`src/verilog/axi_upsize_settings.svh`:
```
// AXI read upsizer settings: bus widths and full-width transfer size codes
`ifndef AXI_UPSIZE_SETTINGS_SVH
`define AXI_UPSIZE_SETTINGS_SVH

// byte address and transaction id
`define AXU_ADDR_W 32
`define AXU_ID_W 4

// slave and master data buses
`define AXU_S_DATA_W 32
`define AXU_M_DATA_W 64

// log2 of the bytes per beat at full width on each side
`define AXU_S_SIZE 2
`define AXU_M_SIZE 3

`endif
```
`src/verilog/axi_upsize_pkg.sv`:
```
// AXI read upsizer package: shared vector types and the beat splitter state encoding
`default_nettype none

`include "axi_upsize_settings.svh"

package axi_upsize_pkg;

    typedef logic [`AXU_ADDR_W-1:0] addr_t;
    typedef logic [`AXU_ID_W-1:0] id_t;
    typedef logic [`AXU_S_DATA_W-1:0] s_data_t;
    typedef logic [`AXU_M_DATA_W-1:0] m_data_t;

    // AXI4 address channel fields
    typedef logic [7:0] len_t;
    typedef logic [2:0] size_t;
    typedef logic [1:0] burst_t;
    typedef logic [1:0] resp_t;
    typedef logic [3:0] cache_t;
    typedef logic [2:0] prot_t;

    typedef enum logic [1:0] {
        ST_IDLE  = 2'd0,
        ST_PASS  = 2'd1,
        ST_READ  = 2'd2,
        ST_SPLIT = 2'd3
    } split_state_t;

endpackage

`default_nettype wire

```
`src/verilog/axi_upsize_ifs.sv`:
```
// AXI read upsizer internal buses: burst descriptor and slave beat channels
`timescale 1ns/1ps
`default_nettype none

interface burst_if;
    import axi_upsize_pkg::*;

    // descriptor fields are valid in the cycle of start
    logic   start;
    addr_t  addr;
    len_t   len;
    size_t  size;
    id_t    id;
    logic   convert;
    logic   done;

    modport conv (output start, addr, len, size, id, convert, input done);
    modport split (input start, addr, len, size, id, convert, output done);

endinterface

interface beat_if;
    import axi_upsize_pkg::*;

    s_data_t data;
    resp_t   resp;
    logic    last;
    id_t     id;
    logic    valid;
    // ready_early is combinational, ready is its registered copy
    logic    ready_early;
    logic    ready;

    modport src (output data, resp, last, id, valid, input ready_early, ready);
    modport dst (input data, resp, last, id, valid, output ready_early, ready);

endinterface

`default_nettype wire

```
`src/verilog/axi_rd_upsizer.sv`:
```
// AXI4 read upsizer top: 32-bit slave port served by a 64-bit master port
`timescale 1ns/1ps
`default_nettype none

`include "axi_upsize_settings.svh"

module axi_rd_upsizer (
    input  logic                    clk,
    input  logic                    rst,
    input  axi_upsize_pkg::id_t     s_arid,
    input  axi_upsize_pkg::addr_t   s_araddr,
    input  axi_upsize_pkg::len_t    s_arlen,
    input  axi_upsize_pkg::size_t   s_arsize,
    input  axi_upsize_pkg::burst_t  s_arburst,
    input  axi_upsize_pkg::cache_t  s_arcache,
    input  axi_upsize_pkg::prot_t   s_arprot,
    input  logic                    s_arvalid,
    output logic                    s_arready,
    output axi_upsize_pkg::id_t     s_rid,
    output axi_upsize_pkg::s_data_t s_rdata,
    output axi_upsize_pkg::resp_t   s_rresp,
    output logic                    s_rlast,
    output logic                    s_rvalid,
    input  logic                    s_rready,
    output axi_upsize_pkg::id_t     m_arid,
    output axi_upsize_pkg::addr_t   m_araddr,
    output axi_upsize_pkg::len_t    m_arlen,
    output axi_upsize_pkg::size_t   m_arsize,
    output axi_upsize_pkg::burst_t  m_arburst,
    output axi_upsize_pkg::cache_t  m_arcache,
    output axi_upsize_pkg::prot_t   m_arprot,
    output logic                    m_arvalid,
    input  logic                    m_arready,
    input  axi_upsize_pkg::m_data_t m_rdata,
    input  axi_upsize_pkg::resp_t   m_rresp,
    input  logic                    m_rlast,
    input  logic                    m_rvalid,
    output logic                    m_rready
);

    // the splitter only handles two slave beats per master word
    if (`AXU_M_DATA_W != 2 * `AXU_S_DATA_W) begin : g_width_check
        $fatal(1, "master data width must be twice the slave data width");
    end

    burst_if burst_bus ();
    beat_if  beat_bus ();

    ar_burst_converter u_conv (
        .clk(clk), .rst(rst),
        .s_arid(s_arid), .s_araddr(s_araddr), .s_arlen(s_arlen), .s_arsize(s_arsize),
        .s_arburst(s_arburst), .s_arcache(s_arcache), .s_arprot(s_arprot),
        .s_arvalid(s_arvalid), .s_arready(s_arready),
        .m_arid(m_arid), .m_araddr(m_araddr), .m_arlen(m_arlen), .m_arsize(m_arsize),
        .m_arburst(m_arburst), .m_arcache(m_arcache), .m_arprot(m_arprot),
        .m_arvalid(m_arvalid), .m_arready(m_arready),
        .burst(burst_bus)
    );

    r_beat_splitter u_split (
        .clk(clk), .rst(rst),
        .m_rdata(m_rdata), .m_rresp(m_rresp), .m_rlast(m_rlast),
        .m_rvalid(m_rvalid), .m_rready(m_rready),
        .burst(burst_bus), .beat(beat_bus)
    );

    r_skid_output u_out (
        .clk(clk), .rst(rst), .beat(beat_bus),
        .s_rid(s_rid), .s_rdata(s_rdata), .s_rresp(s_rresp), .s_rlast(s_rlast),
        .s_rvalid(s_rvalid), .s_rready(s_rready)
    );

endmodule

`default_nettype wire

```
`src/verilog/r_skid_output.sv`:
```
// AXI read output stage: registered slave R channel with one temporary entry
`timescale 1ns/1ps
`default_nettype none

module r_skid_output (
    input  logic                    clk,
    input  logic                    rst,
    beat_if.dst                     beat,
    output axi_upsize_pkg::id_t     s_rid,
    output axi_upsize_pkg::s_data_t s_rdata,
    output axi_upsize_pkg::resp_t   s_rresp,
    output logic                    s_rlast,
    output logic                    s_rvalid,
    input  logic                    s_rready
);
    import axi_upsize_pkg::*;

    id_t     temp_id;
    s_data_t temp_data;
    resp_t   temp_resp;
    logic    temp_last;
    logic    temp_valid;
    logic    out_valid_next;
    logic    temp_valid_next;
    logic    in_to_out;
    logic    in_to_temp;
    logic    temp_to_out;
    logic    ready;

    // room next cycle unless the temp entry is full or about to fill
    assign beat.ready_early = s_rready || (!temp_valid && (!s_rvalid || !beat.valid));
    assign beat.ready = ready;

    always_comb begin
        out_valid_next = s_rvalid;
        temp_valid_next = temp_valid;
        in_to_out = 1'b0;
        in_to_temp = 1'b0;
        temp_to_out = 1'b0;

        if (ready) begin
            if (s_rready || !s_rvalid) begin
                out_valid_next = beat.valid;
                in_to_out = 1'b1;
            end else begin
                temp_valid_next = beat.valid;
                in_to_temp = 1'b1;
            end
        end else if (s_rready) begin
            // drain the temp entry behind the beat just taken
            out_valid_next = temp_valid;
            temp_valid_next = 1'b0;
            temp_to_out = 1'b1;
        end
    end

    always_ff @(posedge clk) begin
        if (rst) begin
            s_rvalid <= 1'b0;
            temp_valid <= 1'b0;
            ready <= 1'b0;
        end else begin
            s_rvalid <= out_valid_next;
            temp_valid <= temp_valid_next;
            ready <= beat.ready_early;
        end

        if (in_to_out) begin
            s_rid <= beat.id;
            s_rdata <= beat.data;
            s_rresp <= beat.resp;
            s_rlast <= beat.last;
        end else if (temp_to_out) begin
            s_rid <= temp_id;
            s_rdata <= temp_data;
            s_rresp <= temp_resp;
            s_rlast <= temp_last;
        end
        if (in_to_temp) begin
            temp_id <= beat.id;
            temp_data <= beat.data;
            temp_resp <= beat.resp;
            temp_last <= beat.last;
        end
    end

    assert property (@(posedge clk) disable iff (rst)
        s_rvalid && !s_rready |=> s_rvalid && $stable(s_rdata) && $stable(s_rlast))
        else $error("stalled slave beat changed before it was taken");

endmodule

`default_nettype wire

```
`src/verilog/r_beat_splitter.sv`:
```
// AXI read beat splitter: turns 64-bit master beats into 32-bit slave beats
`timescale 1ns/1ps
`default_nettype none

`include "axi_upsize_settings.svh"

module r_beat_splitter (
    input  logic                    clk,
    input  logic                    rst,
    input  axi_upsize_pkg::m_data_t m_rdata,
    input  axi_upsize_pkg::resp_t   m_rresp,
    input  logic                    m_rlast,
    input  logic                    m_rvalid,
    output logic                    m_rready,
    burst_if.split                  burst,
    beat_if.src                     beat
);
    import axi_upsize_pkg::*;

    split_state_t state;
    split_state_t state_next;
    addr_t        addr;
    addr_t        addr_next;
    len_t         count;
    len_t         count_next;
    size_t        size;
    id_t          id;
    m_data_t      word;
    resp_t        word_resp;
    logic         m_rready_next;
    logic         load_word;
    logic         beat_taken;

    function automatic s_data_t pick_half(m_data_t w, logic hi);
        return hi ? w[`AXU_M_DATA_W-1:`AXU_S_DATA_W] : w[`AXU_S_DATA_W-1:0];
    endfunction

    assign beat_taken = m_rready && m_rvalid;
    assign beat.id = id;

    always_comb begin
        state_next = state;
        addr_next = addr;
        count_next = count;
        m_rready_next = 1'b0;
        load_word = 1'b0;
        burst.done = 1'b0;
        beat.valid = 1'b0;
        beat.data = pick_half(m_rdata, addr[`AXU_S_SIZE]);
        beat.resp = m_rresp;
        beat.last = m_rlast;

        case (state)
            ST_IDLE: begin
                if (burst.start) begin
                    state_next = burst.convert ? ST_READ : ST_PASS;
                    addr_next = burst.addr;
                    count_next = burst.len;
                    m_rready_next = beat.ready_early;
                end
            end
            ST_PASS: begin
                m_rready_next = beat.ready_early;
                if (beat_taken) begin
                    beat.valid = 1'b1;
                    addr_next = addr + (addr_t'(1) << size);
                    if (m_rlast) begin
                        m_rready_next = 1'b0;
                        burst.done = 1'b1;
                        state_next = ST_IDLE;
                    end
                end
            end
            ST_READ: begin
                m_rready_next = beat.ready_early;
                if (beat_taken) begin
                    beat.valid = 1'b1;
                    beat.last = (count == '0);
                    load_word = 1'b1;
                    addr_next = addr + (addr_t'(1) << size);
                    count_next = count - 1'b1;
                    if (count == '0) begin
                        m_rready_next = 1'b0;
                        burst.done = 1'b1;
                        state_next = ST_IDLE;
                    end else if (addr_next[`AXU_M_SIZE] == addr[`AXU_M_SIZE]) begin
                        // upper half still waiting in the stored word
                        m_rready_next = 1'b0;
                        state_next = ST_SPLIT;
                    end
                end
            end
            ST_SPLIT: begin
                if (beat.ready) begin
                    beat.valid = 1'b1;
                    beat.data = pick_half(word, addr[`AXU_S_SIZE]);
                    beat.resp = word_resp;
                    beat.last = (count == '0);
                    addr_next = addr + (addr_t'(1) << size);
                    count_next = count - 1'b1;
                    if (count == '0) begin
                        burst.done = 1'b1;
                        state_next = ST_IDLE;
                    end else begin
                        m_rready_next = beat.ready_early;
                        state_next = ST_READ;
                    end
                end
            end
        endcase
    end

    always_ff @(posedge clk) begin
        if (rst) begin
            state <= ST_IDLE;
            m_rready <= 1'b0;
        end else begin
            state <= state_next;
            m_rready <= m_rready_next;
        end

        addr <= addr_next;
        count <= count_next;
        if (burst.start) begin
            size <= burst.size;
            id <= burst.id;
        end
        if (load_word) begin
            word <= m_rdata;
            word_resp <= m_rresp;
        end
    end

    assert property (@(posedge clk) disable iff (rst) beat.valid |-> beat.ready)
        else $error("beat offered while the output stage was not ready");

endmodule

`default_nettype wire

```
`src/verilog/ar_burst_converter.sv`:
```
// AXI read address converter that accepts slave bursts and issues the master burst
`timescale 1ns/1ps
`default_nettype none

`include "axi_upsize_settings.svh"

module ar_burst_converter (
    input  logic                     clk,
    input  logic                     rst,
    input  axi_upsize_pkg::id_t      s_arid,
    input  axi_upsize_pkg::addr_t    s_araddr,
    input  axi_upsize_pkg::len_t     s_arlen,
    input  axi_upsize_pkg::size_t    s_arsize,
    input  axi_upsize_pkg::burst_t   s_arburst,
    input  axi_upsize_pkg::cache_t   s_arcache,
    input  axi_upsize_pkg::prot_t    s_arprot,
    input  logic                     s_arvalid,
    output logic                     s_arready,
    output axi_upsize_pkg::id_t      m_arid,
    output axi_upsize_pkg::addr_t    m_araddr,
    output axi_upsize_pkg::len_t     m_arlen,
    output axi_upsize_pkg::size_t    m_arsize,
    output axi_upsize_pkg::burst_t   m_arburst,
    output axi_upsize_pkg::cache_t   m_arcache,
    output axi_upsize_pkg::prot_t    m_arprot,
    output logic                     m_arvalid,
    input  logic                     m_arready,
    burst_if.conv                    burst
);
    import axi_upsize_pkg::*;

    localparam burst_t BURST_INCR = 2'b01;

    logic       accept;
    logic       busy;
    logic       convert;
    logic [8:0] len_sum;

    assign accept = s_arvalid && s_arready;

    // only modifiable full-width INCR bursts may be re-packed
    assign convert = (s_arburst == BURST_INCR) && s_arcache[1]
        && (s_arsize == size_t'(`AXU_S_SIZE));

    // a start in the upper half costs one more slave beat in the first master word
    assign len_sum = {1'b0, s_arlen} + 9'(s_araddr[`AXU_S_SIZE]);

    assign burst.start   = accept;
    assign burst.addr    = s_araddr;
    assign burst.len     = s_arlen;
    assign burst.size    = s_arsize;
    assign burst.id      = s_arid;
    assign burst.convert = convert;

    assign m_arid = '0;

    always_ff @(posedge clk) begin
        if (rst) begin
            busy <= 1'b0;
            s_arready <= 1'b0;
            m_arvalid <= 1'b0;
        end else if (accept) begin
            busy <= 1'b1;
            s_arready <= 1'b0;
            m_arvalid <= 1'b1;
        end else begin
            m_arvalid <= m_arvalid && !m_arready;
            // reopen once the last slave beat has left the splitter
            if (!busy || burst.done) begin
                busy <= 1'b0;
                s_arready <= !m_arvalid;
            end
        end

        if (accept) begin
            m_araddr <= s_araddr;
            m_arlen <= convert ? len_sum[8:1] : s_arlen;
            m_arsize <= convert ? size_t'(`AXU_M_SIZE) : s_arsize;
            m_arburst <= s_arburst;
            m_arcache <= s_arcache;
            m_arprot <= s_arprot;
        end
    end

    // a pending master address holds still until the memory side takes it
    assert property (@(posedge clk) disable iff (rst)
        m_arvalid && !m_arready |=> m_arvalid && $stable(m_araddr) && $stable(m_arlen))
        else $error("master read address changed or dropped before arready");

endmodule

`default_nettype wire

```
`config.mk`:
```
export PLATFORM = sky130hd
export DESIGN_NAME = axi_rd_upsizer
export DESIGN_NICKNAME = d
export VERILOG_FILES = /design/src/verilog/axi_upsize_pkg.sv /design/src/verilog/axi_upsize_ifs.sv /design/src/verilog/axi_rd_upsizer.sv /design/src/verilog/r_skid_output.sv /design/src/verilog/r_beat_splitter.sv /design/src/verilog/ar_burst_converter.sv
export VERILOG_INCLUDE_DIRS = /design/src /design/src/verilog
export SDC_FILE = /design/constraint.sdc
export NUM_CORES = 1
export LEC_CHECK = 0
export BUFFER_PORTS_ARGS = -buffer_cell sky130_fd_sc_hd__buf_2
export CORE_UTILIZATION = 37
export DETAILED_ROUTE_END_ITERATION = 16
export GPL_ROUTABILITY_DRIVEN = 0
export HOLD_SLACK_MARGIN = 0.06
export MAX_ROUTING_LAYER = met4
export RECOVER_POWER = 25
export SLEW_MARGIN = 10
export SYNTH_ARGS = -nofsm -noshare
export SYNTH_HDL_FRONTEND = slang
export SYNTH_SLANG_ARGS = --single-unit
```
`constraint.sdc`:
```
create_clock -name clk -period 4.2 [get_ports clk]
set_input_delay 0.63 -clock clk [delete_from_list [all_inputs] [get_ports clk]]
set_output_delay 0.63 -clock clk [all_outputs]
set_load 0.02 [all_outputs]
```
Word-level counts from Yosys, hierarchy flattened
Index checks and enable logic that the tools add are counted.
Widths: inputs -> output; s select.

storage, ports and cells
  flip-flop bits (word level) = 252
  logic and storage cells = 146

operators by class
  reductions and logical operators = 29
  add/subtract/negate cells = 3
  equal/unequal tests = 15
  shift-type cells = 1
  muxes and demuxes = 70

operators with widths
  cell                  count
  $mux 32               9
  $pmux 32 s3           1
  $mux 1                35
  $add 32x32->32        1
  $mux 8                4
  $shl 1x3->32 const A  1
  $mux 2                13
  $pmux 8 s3            1
  $add 8x1->9           1
  $logic_not 8->1       1
  $mux 4                2
  $ne 2x1->1 const B    4
  $ne 2x2->1 const B    4
  $pmux 2 s4            1
  $sub 8x1->8 const B   1
  $logic_and 1x1->1     6
  $logic_not 1->1       6
  $reduce_and 6->1      1
  $reduce_bool 2->1     3
  $eq 2x1->1 const B    2
  $eq 2x2->1 const B    2
  $logic_or 1x1->1      4
  $pmux 1 s2            2
  $pmux 1 s4            1
  10 further kinds      12

Depth between registers and ports, before layout
Gate-level depths: netlist of the first run.

  word-level depth = 11
  depth in mapped cells = 9

Cells and area by module
From an unflattened synthesis of the first run, not the netlist that was laid out.

unflattened totals
  cells, all modules = 522
  area total of the unflattened synthesis = 9,367.7 µm²

by module, submodules not included
  module              instances  area an instance (µm²)  seq. area each (µm²)  cells an instance
  r_beat_splitter     1          4,033.9                 2,582.5               230
  r_skid_output       1          2,984.1                 2,402.3               138
  ar_burst_converter  1          2,349.8                 1,621.6               154

Least setup slack after synthesis of the first run
No wires, ideal clock.

  path type = register -> register
  start point = reg u_split.state[0]
  end point = reg u_conv.s_arready
  buffers on the path = 0
  arrival = 3,219 ps
  path slack = 873 ps
  setup time = 108 ps
  stages on the path, launching flop included = 8
  data required time = 4,092 ps
  cells stage by stage = dfxtp_1 -> inv_1 -> ha_1 -> and3_1 -> a21oi_1 -> o31a_1 -> or2_0 -> a211oi_1

on the way
  longest elaborated chain between the ends = 3
  elaborated cells on any way between the ends = 5

ends and longest elaborated chain
  item                                      RTL line                  RTL
  from (decl)                               r_beat_splitter.sv:20     split_state_t state;
  from (signal assigned)                    r_beat_splitter.sv:118    state <= state_next;
  $eq 2x2->1 or $eq 2x1->1 (tied branches)  r_beat_splitter.sv:53     case (state)
  $pmux 1 s3 *                              r_beat_splitter.sv:53
  $logic_or 1x1->1 *                        ar_burst_converter.sv:69  if (!busy || burst.done) begin
  to (signal assigned)                      ar_burst_converter.sv:71  s_arready <= !m_arvalid;
  to (decl)                                 ar_burst_converter.sv:18  output logic s_arready,

Mark *: on every way between the ends. The rest lies on a longest branch, timed or not.
A chain may end at the register's enable or synchronous reset.

Worst setup path in the final report of the first run
  start point = reg u_split.state[0]
  end point = reg u_out.s_rlast, data pin

on the way
  longest elaborated chain between the ends = 3
  elaborated cells on any way between the ends = 4

ends and longest elaborated chain
  item                  RTL line               RTL
  $eq 2x2->1            r_beat_splitter.sv:53
  $pmux 1 s2 *          r_beat_splitter.sv:53
  via beat_bus.last     axi_upsize_ifs.sv:27   logic last;
  $mux 1 *              r_skid_output.sv:68    if (in_to_out) begin
  to (signal assigned)  r_skid_output.sv:72    s_rlast <= beat.last;
  to (signal assigned)  r_skid_output.sv:77    s_rlast <= temp_last;
  to (decl)             r_skid_output.sv:12    output logic s_rlast,

Mark *: on every way through the listed nets, which the timed path passes. The rest lies on a longest branch.

==> results of run 1 <==
==> layout make-up <==
cell class | instances | area [um2]
Inverter | 12 | 45.0
Clock buffer | 28 | 637
Clock inverter | 14 | 113
Antenna cell | 3 | 7.51
Sequential cell | 223 | 6610
Fill cell | 2110 | 12500
Tap cell | 319 | 399
Timing Repair Buffer | 228 | 1070
Multi-Input combinational cell | 224 | 2200
==> cells in the final DEF, fill, tap and decap left out, types with 3 or more instances in the layout <==
cell / instances
edfxtp_1: 214
buf_2: 157
clkbuf_1: 68
mux2_2: 43
mux4_2: 32
clkbuf_16: 25
nand2_1: 22
nor2_1: 19
a21oi_1: 14
inv_1: 11
o21ai_0: 10
ha_1: 10
dfxtp_1: 9
nand3_1: 6
clkinv_1: 6
clkinv_2: 6
xnor2_1: 5
buf_4: 5
nand2b_1: 4
conb_1: 4
diode_2: 3
nor2b_1: 3
nand3b_1: 3
o31ai_1: 3
or2_2: 3
==> worst min-delay path by stage <==
stage	startpoint	endpoint	slack, ns
4_1_cts	s_arid[3]	u_split.beat.id[3]	0.27
3_3_place_gp	u_split.beat.id[0]	u_out.temp_id[0]	0.44
2_1_floorplan	u_split.beat.id[0]	u_out.temp_id[0]	0.42
3_5_place_dp	u_split.beat.id[1]	u_out.temp_id[1]	0.45
5_1_grt	s_araddr[22]	u_conv.m_araddr[22]	0.27
6_report	s_araddr[25]	u_conv.m_araddr[25]	0.29
==> kinds of logic (layout without fill, tap and decap cells) <==
| family | count (synthesis) | count (layout) | synth area share |
|---|---|---|---|
| xor+xnor | 7 | 7 | 0.00687 |
| buf+inv | 36 | 282 | 0.0186 |
| flops | 223 | 223 | 0.740 |
| compound gates | 49 | 49 | 0.0349 |
| simple gates | 77 | 77 | 0.0469 |
| other cells | 1 | 7 | 0.000420 |
| mux | 76 | 76 | 0.136 |
| fa+ha+maj | 11 | 11 | 0.0163 |
==> power by group <==
part	switching (mW)	leakage (nW)	internal, mW
registers	0.0611	2.06	2.62
logic	0.447	1.48	0.356
clock network	0.822	0.373	1.20
==> cells in the mapped netlist, drive strengths merged, types with 2 or more instances <==
cell type  count
nand2b         4
and2           2
o31a           2
mux4          32
or2            4
o22ai          2
inv           12
xnor2          5
clkbuf         9
nor3b          3
mux2          43
a21oi         14
edfxtp       214
dfxtp          9
nand3          7
a21o           3
ha            10
a211oi         2
nand3b         3
o31ai          3
or4            2
o21ai         12
xor2           2
nor2          20
buf           15
nand2         22
nor2b          3
a21boi         2
==> metrics by stage <==
stage               instance area (um2)  setup WS [ns]
finish                            11100           1.70
global route                      11100           1.45
CTS                               11100           1.69
detailed placement                10400           1.57
global placement                  10400           1.65
floorplan                          8940          0.873
==> state kept, by name, indices dropped and copies added (netlist names), 2 cells and up <==
name               count
u_conv.m_araddr       32
u_conv.m_arburst       2
u_conv.m_arcache       4
u_conv.m_arlen         8
u_conv.m_arprot        3
u_conv.m_arsize        3
u_out.s_rdata         32
u_out.s_rid            4
u_out.s_rresp          2
u_out.temp_data       32
u_out.temp_id          4
u_out.temp_resp        2
u_split.addr           3
u_split.beat.id        4
u_split.count          8
u_split.size           3
u_split.state          2
u_split.word          64
u_split.word_resp      2
==> critical path, delay by kind of cell (launching register included) <==
family / cells / cell delay (ns)
buffers and inverters: 2 / 0.73
AND/OR/NAND/NOR: 2 / 0.55
adder cells (fa/ha/maj): 1 / 0.34
AO/OA/AOI/OAI: 1 / 0.24
multiplexers: 1 / 0.19
flip-flops: 1 / 0.33
==> metal layers <==
layer | part of all wire | vias to the layer above | GRT usage
li1 | - | 2360 | -
met1 | 0.42 | 2536 | 0.197
met2 | 0.46 | 239 | 0.252
met3 | 0.093 | 31 | 0.0482
met4 | 0.025 | 0 | 0.0453
met5 | 0 | - | -
==> metrics.txt, run 1 <==
FFs w/ async S/R, synth=0; core area=23500 um2; main flop type after synthesis=edfxtp_1; nets=854; DRT iter0 DRCs=218; CTS Hold Bufs=0; DRC viols=0; drt wl/cell=18.2 um; Slew HR=0.318; IR drop worst, VDD=0.285 mV; layout cells sized above 1=0.392; post-synthesis to final-layout area growth=24.1%; CTS Buffer Depth=3; worst path cell trace=inv_1 > ha_1 > and3_4 > buf_4 > nor2_1 > o21ai_0 > mux2_2; Final Slew Violations=0; clock tree root buffer cell=clkbuf_16; utilization after layout=0.471; post-synth cell types=between 50 and 60; final hold violation count=0; Final Skew=0.0153 ns; final setup TNS=0 ns; Synth Cell Area=8930 um2; Syn Inst Count=480; Worst Hold Path Cells=1; CTS resizes=0; Mean Syn Cell Area=18.6 um2; CP arrival=2.89 ns; placed cells=slightly above 1000; reg2reg end=u_out.s_rlast; Max-Cap Viols=0; area leader, netlist=edfxtp_1; WP data required=4.58 ns; final std cells w/o fill=1051; Row Count=56; worst-path maximum fanout=47; Die Y=157 um; GR Util All Layers=0.159; CTS tree=done; FF-to-FF Start=u_split.state[0]; DRT Wirelength=~19 mm; initial core utilization=0.379; initial antenna violation count=3; Period Utilization, post-route=0.596; Fin Hold WS=0.295 ns; power per cell area=about 500 nW/um2; Inserted Clock Buffers=25; Worst-Margin Slew=1.02 ns; GR Overflow Total=0; CP Capture Type=flop; DRT antenna net count=0; Die X=about 160 um; RSZ-0062 raised after global routing=no; reported leakage power=3.91 nW; Clock transition at path regs=~0.060 ns; outcome=completed; port bufs=223; Fmax=between 300 and 400 MHz; first-pass GRT wire length=29.2 mm; Synth area leaders=edfxtp_1 (72%), mux4_2 (8.1%), mux2_2 (5.4%), dfxtp_1 (2.0%), ha_1 (1.4%); DIE AREA=24800 um2; HP Class=input pin to flop; Pwr Total=5.50 mW; Critical Path Source Type=flop; # setup viols final=0; # clock sinks=about 220; Synth Warn #=0; Setup Crit Path Kind=flop to flop; CP peak stage delay=about 0.60 ns; depth of the most critical reg-to-reg path=7; routed vias/inst=4.92; drt pass-1 iters=4; Worst Setup EP=u_out.s_rlast; H-tree levels=1; start point of the critical path=u_split.state[0]; Yosys top cell area share=0.720; R2R Setup Slk=between 1.5 and 2 ns; Period minus WS final=2.50 ns; vias in the first global route=5451; Final HPWL DP=13.1 mm; # IOs=approximately 230; pin count of the biggest net entering global routing=48; Vias=roughly 5200; sequential share of the synthesized area=0.740; Worst path slowest cell=buf_4; number of synthesized flops with an enable pin=214; setup fix buffers added after clock tree synthesis=0; #FFs+latches synth=223; clock latency on the worst-skew pair=0.51 ns
Power figures use the tool's default switching activity.
==> inputs of run 2 (changes only) <==
==> constraint.sdc (replaced) <==
create_clock -name clk -period 2.4 [get_ports clk]
set_input_delay 0.36 -clock clk [delete_from_list [all_inputs] [get_ports clk]]
set_output_delay 0.36 -clock clk [all_outputs]
set_load 0.02 [all_outputs]
==> metrics.txt, run 2 (same netlist as run 1, synthesis figures left out) <==
initial core utilization=0.379; Setup Crit Path Kind=flop to flop; final hold violation count=0; GR Overflow Total=0; DRT iter0 DRCs=233; routed vias/inst=4.86; FF-to-FF Start=u_split.size[0]; # clock sinks=223; largest reg by FF count=u_split.word; # setup viols final=0; outcome=finished with violations; Vias=5706; Die X=157 um; reg2reg end=u_split.state[1]; # IOs=~230; layout cells sized above 1=0.340; core area=23500 um2; drt pass-1 iters=4; number of flip-flops in the largest register=64; Final Skew=0.0188 ns; Critical Path Source Type=flop; DRT Wirelength=21.7 mm; Clock transition at path regs=0.06 ns; Inserted Clock Buffers=25; commonest non-fill, non-tap cell in the layout=edfxtp_1; depth of the most critical reg-to-reg path=7; clock tree root buffer cell=clkbuf_16; Worst Hold Launch=m_arready; Row Count=56; Period Utilization, post-route=0.914; initial antenna violation count=2; WP data required=2.82 ns; nets=976; port bufs=223; Period minus WS final=approximately 2.2 ns; vias in the first global route=6019; Final Slew Violations=62; Die Y=157 um; Pwr Total=9.92 mW; Final HPWL DP=13.3 mm; DIE AREA=approximately 25000 um2; start point of the critical path=u_split.size[0]; HP Class=input pin to flop; IR drop worst, VDD=0.524 mV; DRT antenna net count=0; Max-Cap Viols=1; most frequent cells in the layout=edfxtp_1 (214), buf_2 (152), dlygate4sd3_1 (113); Worst-Margin Slew=1.54 ns; Slew HR=-0.0258; CTS Buffer Depth=3; GR Util All Layers=0.178; power per cell area=around 810 nW/um2; CP arrival=2.61 ns; clock latency on the worst-skew pair=roughly 0.52 ns; H-tree levels=1; violated checks=capacitance limit, slew limit; DRC viols=0; Worst Hold Path Cells=3; pin count of the biggest net entering global routing=62; Fmax=456 MHz; final std cells w/o fill=1175; reported leakage power=approximately 4.4 nW; worst-path maximum fanout=4; first-pass GRT wire length=32.5 mm; drt wl/cell=about 18 um; Hold EP=u_conv.m_arvalid; CP Capture Type=flop; R2R Setup Slk=0.21 ns; post-synthesis to final-layout area growth=37.9%; CTS tree=done; placed cells=1015; RSZ-0062 raised after global routing=no
## run 2: power breakdown
part	leakage, nW	total [mW]	internal [mW]	switching [mW]
clock network	0.379	3.61	2.11	1.51
registers	2.06	4.70	4.58	0.114
logic	1.99	1.62	0.778	0.838
## run 2: worst max-delay path by stage
stage | to | slack (ns) | cells past startpoint
2_1_floorplan | u_conv.s_arready | -0.16 | 7
3_3_place_gp | u_split.state[1] | 0.30 | 7
3_5_place_dp | u_split.m_rready | 0.20 | 7
4_1_cts | u_split.m_rready | 0.18 | 7
5_1_grt | u_split.m_rready | 0.02 | 7
6_report | u_split.state[1] | 0.21 | 7
## run 2: area by class of cell
class / count / area, um2
Clock buffer: 27 / 633
Multi-Input combinational cell: 224 / 2190
Timing Repair Buffer: 350 / 2300
Inverter: 12 / 45.0
Clock inverter: 18 / 133
Tap cell: 319 / 399
Antenna cell: 2 / 5.00
Sequential cell: 223 / 6610
Fill cell: 1986 / 11200
## run 2: per-stage QoR
step	setup TNS (ns)	hold WS, ns	instance area [um2]	utilization	setup WS (ns)
3_5_place_dp	0	0.437	10500	0.446	0.201
2_1_floorplan	-0.157	0.422	8940	-	-0.157
6_report	0	0.118	12300	0.523	0.206
3_3_place_gp	0	0.434	10500	0.446	0.300
5_1_grt	0	0.125	12300	0.523	0.0204
4_1_cts	0	0.0712	12400	0.527	0.179
## run 2: metal layers
layer	vias up	share of wire	wire length, um	global-route usage
li1	2604	-	-	-
met3	45	0.076	1640	0.0465
met2	257	0.48	10300	0.288
met4	0	0.026	568	0.0532
met5	-	0	0	-
met1	2800	0.42	9110	0.220
## run 2: critical path: stages, from the launching register on
cell and delay (ns):
edfxtp_1 0.44, nor3b_1 0.23, ha_1 0.30, a21oi_1 0.21, nand3_1 0.10, and4b_4 0.23
or4_1 0.51, o31ai_1 0.09
## run 2: what timing repair did
item                                    4_1_cts  5_1_grt
endpoints found under the hold margin       115        0
endpoints found under the setup margin        0        1
buffers inserted                              0        0
hold buffers                                113        0
resized for setup                             0        1
